==> config.mk <==
export PLATFORM = sky130hd
export DESIGN_NAME = decode_flat
export DESIGN_NICKNAME = d
export VERILOG_FILES = /design/src/cpu_pkg.sv /design/src/ctrl_if.sv /design/src/control_unit.sv /design/src/decode.sv /design/src/reg_file.sv /design/src/flat_wrapper.sv
export SDC_FILE = /design/constraint.sdc
export NUM_CORES = 2
export LEC_CHECK = 0
export ABC_AREA = 0
export BUFFER_PORTS_ARGS = -buffer_cell sky130_fd_sc_hd__buf_4
export CAP_MARGIN = 20
export CORE_ASPECT_RATIO = 0.7
export CORE_UTILIZATION = 60
export CTS_CLUSTER_DIAMETER = 200
export DETAILED_ROUTE_END_ITERATION = 8
export GPL_TIMING_DRIVEN = 0
export PLACE_DENSITY = 0.83
export SLEW_MARGIN = 40
export SYNTH_ARGS = -nofsm -noshare
export SYNTH_HDL_FRONTEND = slang
export SYNTH_SLANG_ARGS = --single-unit
==> constraint.sdc <==
create_clock -name clk -period 3.4 [get_ports clk]
set_input_delay 0.17 -clock clk [delete_from_list [all_inputs] [get_ports clk]]
set_output_delay 0.17 -clock clk [all_outputs]
set_load 0.05 [all_outputs]
==> src/cpu_pkg.sv <==
package cpu_pkg;

    // --------------------
    // Widths
    // --------------------
    typedef logic [31:0] word_t;
    typedef logic [4:0]  reg_addr_t;

    localparam int        IMEM_WORDS = 256;
    localparam int        IMEM_AW    = $clog2(IMEM_WORDS);
    localparam int        DMEM_BYTES = 1024;
    localparam int        DMEM_AW    = $clog2(DMEM_BYTES);
    localparam int        NUM_REGS   = 32;
    localparam reg_addr_t A0_REG     = 5'd10;

    // --------------------
    // Encodings
    // --------------------
    typedef enum logic [6:0] {
        OP_LOAD   = 7'b0000011,
        OP_IMM    = 7'b0010011,
        OP_STORE  = 7'b0100011,
        OP_REG    = 7'b0110011,
        OP_LUI    = 7'b0110111,
        OP_BRANCH = 7'b1100011,
        OP_JALR   = 7'b1100111,
        OP_JAL    = 7'b1101111
    } opcode_e;

    typedef enum logic [3:0] {
        ALU_ADD,
        ALU_SUB,
        ALU_AND,
        ALU_OR,
        ALU_XOR,
        ALU_SLT,
        ALU_SLTU,
        ALU_SLL,
        ALU_SRL,
        ALU_SRA,
        ALU_PASS_B
    } alu_op_e;

    typedef enum logic [1:0] {RES_ALU, RES_MEM, RES_PC4} result_src_e;

    typedef enum logic {SIZE_BYTE, SIZE_WORD} mem_size_e;

    typedef enum logic [2:0] {IMM_I, IMM_S, IMM_B, IMM_U, IMM_J} imm_sel_e;

endpackage

==> src/ctrl_if.sv <==
interface ctrl_if;
    cpu_pkg::alu_op_e     alu_op;
    logic                 alu_src_a;      // High selects PC
    logic                 alu_src_b;      // High selects the immediate
    cpu_pkg::result_src_e result_src;
    logic                 mem_write;
    cpu_pkg::mem_size_e   mem_size;
    logic                 load_signed;
    logic                 pc_src;         // Take the branch or jump target
    logic                 pc_target_src;  // High for jalr, target is rs1 + imm
    cpu_pkg::word_t       imm_ext;
    cpu_pkg::word_t       rs1_val;
    cpu_pkg::word_t       rs2_val;

    // Driven back by execute
    logic                 zero;
    logic                 alu_lsb;
    cpu_pkg::word_t       result;

    modport decode_mp (
        output alu_op, alu_src_a, alu_src_b, result_src, mem_write, mem_size,
        output load_signed, pc_src, pc_target_src, imm_ext, rs1_val, rs2_val,
        input  zero, alu_lsb
    );

    modport exec_mp (
        input  alu_op, alu_src_a, alu_src_b, result_src, mem_write, mem_size,
        input  load_signed, imm_ext, rs1_val, rs2_val,
        output zero, alu_lsb, result
    );

    modport fetch_mp (
        input pc_src, pc_target_src, rs1_val, imm_ext
    );
endinterface

==> src/control_unit.sv <==
module control_unit (
    input  cpu_pkg::opcode_e     opcode,
    input  logic [2:0]           funct3,
    input  logic                 funct7_5,
    input  logic                 zero,
    input  logic                 alu_lsb,
    output logic                 reg_write,
    output cpu_pkg::imm_sel_e    imm_sel,
    output cpu_pkg::alu_op_e     alu_op,
    output logic                 alu_src_a,
    output logic                 alu_src_b,
    output cpu_pkg::result_src_e result_src,
    output logic                 mem_write,
    output cpu_pkg::mem_size_e   mem_size,
    output logic                 load_signed,
    output logic                 pc_src,
    output logic                 pc_target_src
);

    logic branch;
    logic jump;
    logic taken;

    // Shared by register and immediate forms, alt picks sub or sra
    function automatic cpu_pkg::alu_op_e alu_from_funct(input logic [2:0] f3, input logic alt);
        cpu_pkg::alu_op_e op;
        case (f3)
            3'b000:  op = alt ? cpu_pkg::ALU_SUB : cpu_pkg::ALU_ADD;
            3'b001:  op = cpu_pkg::ALU_SLL;
            3'b010:  op = cpu_pkg::ALU_SLT;
            3'b011:  op = cpu_pkg::ALU_SLTU;
            3'b100:  op = cpu_pkg::ALU_XOR;
            3'b101:  op = alt ? cpu_pkg::ALU_SRA : cpu_pkg::ALU_SRL;
            3'b110:  op = cpu_pkg::ALU_OR;
            default: op = cpu_pkg::ALU_AND;
        endcase
        return op;
    endfunction

    // --------------------
    // Main decoder
    // --------------------
    always_comb begin
        reg_write     = 1'b0;
        imm_sel       = cpu_pkg::IMM_I;
        alu_op        = cpu_pkg::ALU_ADD;
        alu_src_a     = 1'b0;
        alu_src_b     = 1'b0;
        result_src    = cpu_pkg::RES_ALU;
        mem_write     = 1'b0;
        mem_size      = cpu_pkg::SIZE_WORD;
        load_signed   = 1'b1;
        branch        = 1'b0;
        jump          = 1'b0;
        pc_target_src = 1'b0;

        case (opcode)
            cpu_pkg::OP_LOAD: begin
                reg_write   = 1'b1;
                alu_src_b   = 1'b1;
                result_src  = cpu_pkg::RES_MEM;
                mem_size    = funct3[1] ? cpu_pkg::SIZE_WORD : cpu_pkg::SIZE_BYTE;
                load_signed = ~funct3[2];  // lbu has funct3 100
            end
            cpu_pkg::OP_STORE: begin
                imm_sel   = cpu_pkg::IMM_S;
                alu_src_b = 1'b1;
                mem_write = 1'b1;
                mem_size  = funct3[1] ? cpu_pkg::SIZE_WORD : cpu_pkg::SIZE_BYTE;
            end
            cpu_pkg::OP_REG: begin
                reg_write = 1'b1;
                alu_op    = alu_from_funct(funct3, funct7_5);
            end
            cpu_pkg::OP_IMM: begin
                reg_write = 1'b1;
                alu_src_b = 1'b1;
                alu_op    = alu_from_funct(funct3, funct7_5 && funct3 == 3'b101);
            end
            cpu_pkg::OP_LUI: begin
                reg_write = 1'b1;
                imm_sel   = cpu_pkg::IMM_U;
                alu_src_b = 1'b1;
                alu_op    = cpu_pkg::ALU_PASS_B;
            end
            cpu_pkg::OP_BRANCH: begin
                imm_sel = cpu_pkg::IMM_B;
                branch  = 1'b1;
                alu_op  = funct3[2] ? cpu_pkg::ALU_SLT : cpu_pkg::ALU_SUB;
            end
            cpu_pkg::OP_JAL: begin
                reg_write  = 1'b1;
                imm_sel    = cpu_pkg::IMM_J;
                alu_src_a  = 1'b1;  // ALU also forms PC + imm here, writeback takes PC+4
                alu_src_b  = 1'b1;
                result_src = cpu_pkg::RES_PC4;
                jump       = 1'b1;
            end
            cpu_pkg::OP_JALR: begin
                reg_write     = 1'b1;
                alu_src_b     = 1'b1;
                result_src    = cpu_pkg::RES_PC4;
                jump          = 1'b1;
                pc_target_src = 1'b1;
            end
            default: ;
        endcase
    end

    // --------------------
    // Branch decision
    // --------------------
    // beq/bne look at zero of a sub, blt/bge at the lsb of an slt, funct3[0] inverts
    assign taken  = funct3[0] ^ (funct3[2] ? alu_lsb : zero);
    assign pc_src = jump | (branch & taken);

endmodule

==> src/decode.sv <==
module decode (
    input  logic           clk,
    input  logic           rst_n,
    input  cpu_pkg::word_t instr,
    input  cpu_pkg::word_t result,
    ctrl_if.decode_mp      ctrl,
    output cpu_pkg::word_t a0
);

    cpu_pkg::opcode_e   opcode;
    cpu_pkg::reg_addr_t rs1;
    cpu_pkg::reg_addr_t rs2;
    cpu_pkg::reg_addr_t rd;
    cpu_pkg::imm_sel_e  imm_sel;
    logic               reg_write;
    logic               mem_write;

    assign opcode = cpu_pkg::opcode_e'(instr[6:0]);
    assign rs1    = instr[19:15];
    assign rs2    = instr[24:20];
    assign rd     = instr[11:7];

    // --------------------
    // Immediate extension
    // --------------------
    always_comb begin
        case (imm_sel)
            cpu_pkg::IMM_S: ctrl.imm_ext = {{20{instr[31]}}, instr[31:25], instr[11:7]};
            cpu_pkg::IMM_B: ctrl.imm_ext = {{20{instr[31]}}, instr[7], instr[30:25],
                                            instr[11:8], 1'b0};
            cpu_pkg::IMM_U: ctrl.imm_ext = {instr[31:12], 12'b0};
            cpu_pkg::IMM_J: ctrl.imm_ext = {{12{instr[31]}}, instr[19:12], instr[20],
                                            instr[30:21], 1'b0};
            default:        ctrl.imm_ext = {{20{instr[31]}}, instr[31:20]};
        endcase
    end

    control_unit cu_i (
        .opcode        (opcode),
        .funct3        (instr[14:12]),
        .funct7_5      (instr[30]),
        .zero          (ctrl.zero),
        .alu_lsb       (ctrl.alu_lsb),
        .reg_write     (reg_write),
        .imm_sel       (imm_sel),
        .alu_op        (ctrl.alu_op),
        .alu_src_a     (ctrl.alu_src_a),
        .alu_src_b     (ctrl.alu_src_b),
        .result_src    (ctrl.result_src),
        .mem_write     (mem_write),
        .mem_size      (ctrl.mem_size),
        .load_signed   (ctrl.load_signed),
        .pc_src        (ctrl.pc_src),
        .pc_target_src (ctrl.pc_target_src)
    );

    // The PC sits at zero in reset and may fetch a store, so writes stay off
    assign ctrl.mem_write = mem_write & rst_n;

    reg_file rf_i (
        .clk   (clk),
        .rst_n (rst_n),
        .rs1   (rs1),
        .rs2   (rs2),
        .rd    (rd),
        .we    (reg_write & rst_n),
        .wd    (result),
        .rd1   (ctrl.rs1_val),
        .rd2   (ctrl.rs2_val),
        .a0    (a0)
    );

endmodule

==> src/reg_file.sv <==
module reg_file (
    input  logic               clk,
    input  logic               rst_n,
    input  cpu_pkg::reg_addr_t rs1,
    input  cpu_pkg::reg_addr_t rs2,
    input  cpu_pkg::reg_addr_t rd,
    input  logic               we,
    input  cpu_pkg::word_t     wd,
    output cpu_pkg::word_t     rd1,
    output cpu_pkg::word_t     rd2,
    output cpu_pkg::word_t     a0
);

    cpu_pkg::word_t regs [cpu_pkg::NUM_REGS];

    always_ff @(posedge clk or negedge rst_n) begin
        if (!rst_n) begin
            for (int i = 0; i < cpu_pkg::NUM_REGS; i++) begin
                regs[i] <= '0;
            end
        end else if (we && rd != '0) begin
            regs[rd] <= wd;  // x0 is never written so it stays zero
        end
    end

    assign rd1 = regs[rs1];
    assign rd2 = regs[rs2];
    assign a0  = regs[cpu_pkg::A0_REG];

endmodule

==> src/flat_wrapper.sv <==
// flat-port wrapper written by rule: the top's interface ports become plain ports
module decode_flat 
  (clk, rst_n, instr, result, a0, ctrl_alu_op, ctrl_alu_src_a, ctrl_alu_src_b, ctrl_result_src, ctrl_mem_write, ctrl_mem_size, ctrl_load_signed, ctrl_pc_src, ctrl_pc_target_src, ctrl_imm_ext, ctrl_rs1_val, ctrl_rs2_val, ctrl_zero, ctrl_alu_lsb);
  ctrl_if ctrl_i ();
  input  logic clk;
  input  logic rst_n;
  input  cpu_pkg::word_t instr;
  input  cpu_pkg::word_t result;
  output cpu_pkg::word_t a0;
  output wire logic [$bits(ctrl_i.alu_op)-1:0] ctrl_alu_op;
  output wire logic [$bits(ctrl_i.alu_src_a)-1:0] ctrl_alu_src_a;
  output wire logic [$bits(ctrl_i.alu_src_b)-1:0] ctrl_alu_src_b;
  output wire logic [$bits(ctrl_i.result_src)-1:0] ctrl_result_src;
  output wire logic [$bits(ctrl_i.mem_write)-1:0] ctrl_mem_write;
  output wire logic [$bits(ctrl_i.mem_size)-1:0] ctrl_mem_size;
  output wire logic [$bits(ctrl_i.load_signed)-1:0] ctrl_load_signed;
  output wire logic [$bits(ctrl_i.pc_src)-1:0] ctrl_pc_src;
  output wire logic [$bits(ctrl_i.pc_target_src)-1:0] ctrl_pc_target_src;
  output wire logic [$bits(ctrl_i.imm_ext)-1:0] ctrl_imm_ext;
  output wire logic [$bits(ctrl_i.rs1_val)-1:0] ctrl_rs1_val;
  output wire logic [$bits(ctrl_i.rs2_val)-1:0] ctrl_rs2_val;
  input wire logic [$bits(ctrl_i.zero)-1:0] ctrl_zero;
  input wire logic [$bits(ctrl_i.alu_lsb)-1:0] ctrl_alu_lsb;
  assign ctrl_alu_op = ctrl_i.alu_op;
  assign ctrl_alu_src_a = ctrl_i.alu_src_a;
  assign ctrl_alu_src_b = ctrl_i.alu_src_b;
  assign ctrl_result_src = ctrl_i.result_src;
  assign ctrl_mem_write = ctrl_i.mem_write;
  assign ctrl_mem_size = ctrl_i.mem_size;
  assign ctrl_load_signed = ctrl_i.load_signed;
  assign ctrl_pc_src = ctrl_i.pc_src;
  assign ctrl_pc_target_src = ctrl_i.pc_target_src;
  assign ctrl_imm_ext = ctrl_i.imm_ext;
  assign ctrl_rs1_val = ctrl_i.rs1_val;
  assign ctrl_rs2_val = ctrl_i.rs2_val;
  assign ctrl_i.zero = ctrl_zero;
  assign ctrl_i.alu_lsb = ctrl_alu_lsb;
  decode u_core (.clk(clk), .rst_n(rst_n), .instr(instr), .result(result), .ctrl(ctrl_i), .a0(a0));
endmodule
Word-level counts from Yosys, hierarchy flattened
Cells that the tools add are included.

$lt $le $gt $ge: 4. Equal/unequal tests: 18. Multiplexer cells: 31. Bitwise logic cells: 9. Reduce and logical (&&, ||, !) cells: 9.

Operators with widths (count): bitwise mux 1024 bit (1); binary-select mux 32 bit (select 5 bit) (2); demux 32 bit (select 5 bit) (1); 2-to-1 mux 32 bit (5); one-hot mux 31 bit (4 select lines) (1); one-hot mux 4 bit (7 select lines) (2); == test 7 x 6 -> 1 bit (second input constant) (3); == test 7 bit (second input constant) (3); >= comparator 6 bit (second input constant) (3); inverter 5 -> 6 bit (3); one-hot mux 4 bit (4 select lines) (1); 2-to-1 mux 1 bit (15); == test 3 x 2 -> 1 bit (second input constant) (4); == test 3 bit (second input constant) (4); one-hot mux 3 bit (4 select lines) (1); OR reduction 6 bit (2); == test 7 x 2 -> 1 bit (second input constant) (1); == test 7 x 5 -> 1 bit (second input constant) (1); == test 3 x 1 -> 1 bit (second input constant) (2); < comparator 6 x 1 -> 1 bit (second input constant) (1); nonzero test 5 bit (1); one-hot mux 2 bit (2 select lines) (1); OR reduction 2 bit (2); AND 1 bit (3); 6 further kinds (8).

Flip-flop bits (word level): 1024. Input bits: 68. Logic and storage cells: 103.

Depth between registers and ports, before layout
Depth in word-level cells: 6. Gate-level depth with buffers: 8.

Cells and area by module
From an unflattened synthesis, not the netlist that was laid out.

Cell total of the unflattened synthesis: 4782. Area, all modules: 57173.6 um^2.

By module, submodules not included: reg_file (instances 1, cells an instance 4633, area an instance 56182.6 um^2, seq. area each 25624.6 um^2); decode (instances 1, cells an instance 92, area an instance 604.3 um^2, seq. area each 0.0 um^2); control_unit (instances 1, cells an instance 57, area an instance 386.6 um^2, seq. area each 0.0 um^2).

Worst setup path after synthesis
Ideal clock, no wire load.

Path kind: input -> output. Start: input port instr[2]. End: output port ctrl_pc_src. Data arrival time: 2378 ps. Data required time: 3230 ps. Path slack: 852 ps. Cell stages on the path: 4. Buffers on the path: 1. Cells stage by stage: clkbuf_1 > nor4_1 > nand2_1 > o21ai_0.

Longest elaborated chain between the ends: 4.

RTL lines: start: declaration (line flat_wrapper.sv:7) `input cpu_pkg::word_t instr;`; == test 7 bit (line control_unit.sv:57) `case (opcode)`; OR reduction 2 bit (no source line) or 2-to-1 mux 1 bit (tied branches); 2-to-1 mux 1 bit or AND 1 bit (tied branches) (line control_unit.sv:57, control_unit.sv:115); OR 1 bit (*) (line control_unit.sv:115) `assign pc_src = jump | (branch & taken);`; end: declaration (line flat_wrapper.sv:17) `output wire logic [$bits(ctrl_i.pc_src)-1:0] ctrl_pc_src;`.

Every way passes the cells marked *; elsewhere a longest branch is shown, timed or not.

Final worst setup path
Start: input port instr[22]. End: output port ctrl_rs2_val[13].

Longest elaborated chain between the ends: 4.

RTL lines: inverter 5 -> 6 bit (implied by the code) (line reg_file.sv:27) `assign rd2 = regs[rs2];`; binary-select mux 32 bit (select 5 bit) (line reg_file.sv:27); 2-to-1 mux 32 bit (implied by the code) (2 in series) (line reg_file.sv:27); end: declaration (line flat_wrapper.sv:21) `output wire logic [$bits(ctrl_i.rs2_val)-1:0] ctrl_rs2_val;`.

Every way passes these cells. The select of a mux whose other input is x is not followed.

==> results.txt <==
- CTS built an H-tree with a depth of 3.
- Comb power frac: between 10% and 20%
* Mapped Nets: 4798
- Final Hold Violating Endpoints: 0
- Global-route met1 utilization: slightly below 60%
- For the pin with the worst max-slew slack, the measured transition is a little over 1 ns.
- Antenna violations before repair: 12
* Cell area after synthesis: roughly 57000 um^2
- Wire length of the first global-routing pass: just over 300000 um
- Critical path peak fanout: 10
- 1st-pass router iterations: 9
- TritonCTS clock tree: yes
* Number of placed instances with taps included: roughly 6000
- In the final routed layout, each cell accounts on average for approximately 34 um.
* Min setup slack post-route: -0.0564 ns
- Worst setup startpoint: instr[22]
- The congestion estimate from routability-driven global placement came to between 1 and 1.5.
- Based on the critical path, the design can be clocked at up to about 290 MHz.
- In the routed design, unresolved DRC markers number 16.
- The placed instances occupy a cell area of around 60000 um^2.
* Highest ir drop seen on vdd: 435 uV
- Commonest register cell after synthesis: dfrtp_1
- The analysis attributes to cell leakage a power of ~32 nW.
* Pin count of the biggest net entering global routing: between 100 and 150
- The max-slew violation count came to 0.
- Setup repair after global routing could not meet its margin everywhere.
- Commonest cells after routing, fill and taps aside: mux2i_1 (1026), dfrtp_1 (1024), mux2_2 (887), buf_4 (258), clkbuf_1 (224)
* CP cell instances: buf_4 > nor2_1 > clkbuf_1 > buf_2 > clkbuf_1 > nand2_1 > nand3_1 > nand3_1 > buf_4
* Post-Syn Area per Cell: approximately 12 um^2
- The internal power of the cells totals 20.3 mW.
- In this run, the clock network consumes approximately two fifths of the power.
- Reported max-cap violation count: 0
- Register bit count reported by yosys: approximately 1000
- Number of standard cells in the layout, taps in and fillers out: approximately 6400
* Gr usage total: 44.7%
* Switching power total: between 8 and 9 mW
* Power density over cell area: roughly 440 nW/um^2
* Flop pwr share: between 40% and 50%
* Class of the worst hold path: in -> reg
* Synthesis-to-finish area growth: 13.5%
- Number of global-route vias before repair: between 40000 and 50000
- Setup WS pre-CTS: -1.03 ns
- roughly 210 I/O pins were placed.
* Final worst path period share: 102%
- The flow ran to the end, but the final reports show violations.
- DP HPWL: ~150000 um
- Arrival time worst endpoint: ~3.3 ns
- The initialized floorplan defines 93 standard-cell rows.
- Async set-reset flop share out of synthesis: 100%
* Failing checks: design-rule violations, negative setup slack
- Counting every sink on the clock net gives around 1000.
- The number of clock buffers added by TritonCTS is 100.
- The startpoint identified for the worst hold timing path is instr[10].
- Kind of end point of the critical path: primary output
- Summing internal, switching and leakage power gives 28.5 mW.
* Final wirelength: between 200000 and 250000 um
- After clock tree synthesis, the clock-pin slew on the worst setup and hold paths is around 0.060 ns.
* Initial DRC count: approximately 7500
- Number of distinct library cells after synthesis: 45
* Minimum period implied by the final worst setup slack: between 3 and 4 ns
* Register area share after synthesis: between 40 and 50%
- In this run the critical register-to-register path is launched from u_core.rf_i.a0[31]$_DFFE_PN0P_.
- Vias post-DR: between 40000 and 50000
- Net switching fraction of the power: 28.8%
* Biggest cell delay along the critical path: 0.73 ns
* Type of origin of the critical path: primary input
- Post-Layout Inst Area: roughly 64000 um^2
- Clock tree skew after final layout: 0 ns
- In this run the most used layer during global routing was met1.
- Most common cell after layout, fill and taps aside: mux2i_1
- Clock network latency to the later pin of the worst-skew pair: around 0.7 ns
- Initial cell density of the core: 61.1%
* Avg Vias per Cell: roughly 7.1
* Slew HR: 32.7%
* CP Data Required Time: roughly 3.2 ns
* Met3 track demand over resource in global routing: approximately a fifth
- The longest clock path from root to sink contains 3 buffers.
- Cells with a size suffix above 1 make up between 30% and 40% of the layout.
- Counting flops with a built-in enable in the synthesized netlist gives 0.
- Number of port buffers: 203
- Measured along the y axis, the die boundary spans ~260 um.
* Die span in x: 370 um
* Die Area: ~96000 um^2
- Warnings from Yosys: 0
* Core region area: roughly 93000 um^2
- The cell count after synthesis came out at approximately 4700.
- After global routing the overflow that remains totals 0.
- Slowest stage cell, crit path: clkbuf_1
- For this run, the post-layout net count is between 5000 and 6000.
- In this run the remaining antenna-violating nets after routing total 0.
* Final setup violation count: 12
* Start-to-end type of the worst setup path: in -> out
* Met2 track demand over resource in global routing: 59.0%
* Root Buffer Master: clkbuf_16
registers in the layout, indices dropped and copies added, names as in the netlist:
register,cells
u_core.rf_i.a0,32
u_core.rf_i.regs,992
cells by family (layout without fill, tap and decap cells):
group | count (synthesis) | count (layout) | synth area share (%)
multiplexers | 2018 | 2018 | 38.4
flip-flops | 1024 | 1024 | 45.1
AO/OA/AOI/OAI | 618 | 618 | 7.50
AND/OR/NAND/NOR | 553 | 553 | 4.56
buffers and inverters | 516 | 963 | 4.35
XOR/XNOR | 1 | 1 | 0.0154
other | 0 | 8 | 0
worst paths after layout:
kind,to,slack [ns],cells after the start
setup / recovery,ctrl_rs2_val[13],-0.06,9
hold / removal,u_core.rf_i.regs[352]$_DFFE_PN0P_,0.21,5
setup reg to reg,u_core.rf_i.a0[31]$_DFFE_PN0P_,2.40,1
hold reg to reg,u_core.rf_i.regs[1002]$_DFFE_PN0P_,0.49,1
max in group asynchronous,u_core.rf_i.regs[218]$_DFFE_PN0P_,0.92,6
min in group asynchronous,u_core.rf_i.regs[651]$_DFFE_PN0P_,0.29,4
timing repair:
item	in CTS	in global routing
pin swaps	0	1
setup buffers	0	3
hold endpoints to repair	424	0
endpoints found under the setup margin	316	29
resized for setup	3	1
hold buffers	43	0
gates cloned	1	0
metal layers:
metal	wire, um	vias up
met4	14600	12
met3	34400	873
met5	82	-
li1	-	18100
met2	85200	3901
met1	82900	23000
layout make-up:
class                           count  area, um^2
Antenna cell                        8        20.0
Buffer                            514        2580
Clock buffer                      139        2900
Clock inverter                     46         528
Fill cell                        6664       28500
Inverter                            1        3.75
Multi-Input combinational cell   3190       28700
Sequential cell                  1024       25600
Tap cell                         1235        1550
Timing Repair Buffer              263        2460
critical path, delay by kind of cell:
| family | cells | cell delay, ns |
|---|---|---|
| buffers and inverters | 5 | 2.40 |
| AND/OR/NAND/NOR | 4 | 0.69 |
synth_stat cells (2+ instances only):
cell type  count  share of area [%]
mux2i_1     1026                 18
dfrtp_1     1024                 45
mux2_2       887                 18
clkbuf_1     261                1.7
nand2_1      206                1.4
nand3_1      196                1.7
a21oi_1      193                1.7
a22oi_1      192                2.5
a22o_1       132                2.0
buf_2        116                1.0
mux2_4        98                2.6
nor3_1        66               0.58
a31oi_1       65               0.72
buf_1         61               0.40
buf_4         51               0.67
nor2_1        33               0.22
buf_6         26               0.52
a21o_1        20               0.26
nor2b_1       18               0.20
nor2_4         8               0.16
mux2_1         7               0.14
nand2b_1       7              0.077
o21ai_0        5              0.044
and3_1         4              0.044
and2_1         3              0.033
nor4_1         3              0.033
nand4_1        2              0.022
o31ai_1        2              0.026
or2_2          2              0.022
through the flow:
step | utilization, % | setup TNS (ns) | hold WS [ns]
global placement | 64.4 | - | 0.454
finish | 69.3 | -0.214 | 0.211
global route | 69.3 | -0.0524 | 0.192
CTS | 69.2 | 0 | 0.168
detailed placement | 64.9 | -583.41 | 0.130
floorplan | - | 0 | -0.126
power groups by stage:
stage                     clock network, mW  registers [mW]  logic, mW
after floorplan                           0            12.8       2.17
after global placement                    0            12.8       3.62
after detailed placement                  0            12.9       3.73
after CTS                              11.8            12.6       3.82
after global routing                   12.2            12.7       4.07
final                                  11.9            12.6       3.99
(Power assumes the default switching activity.)
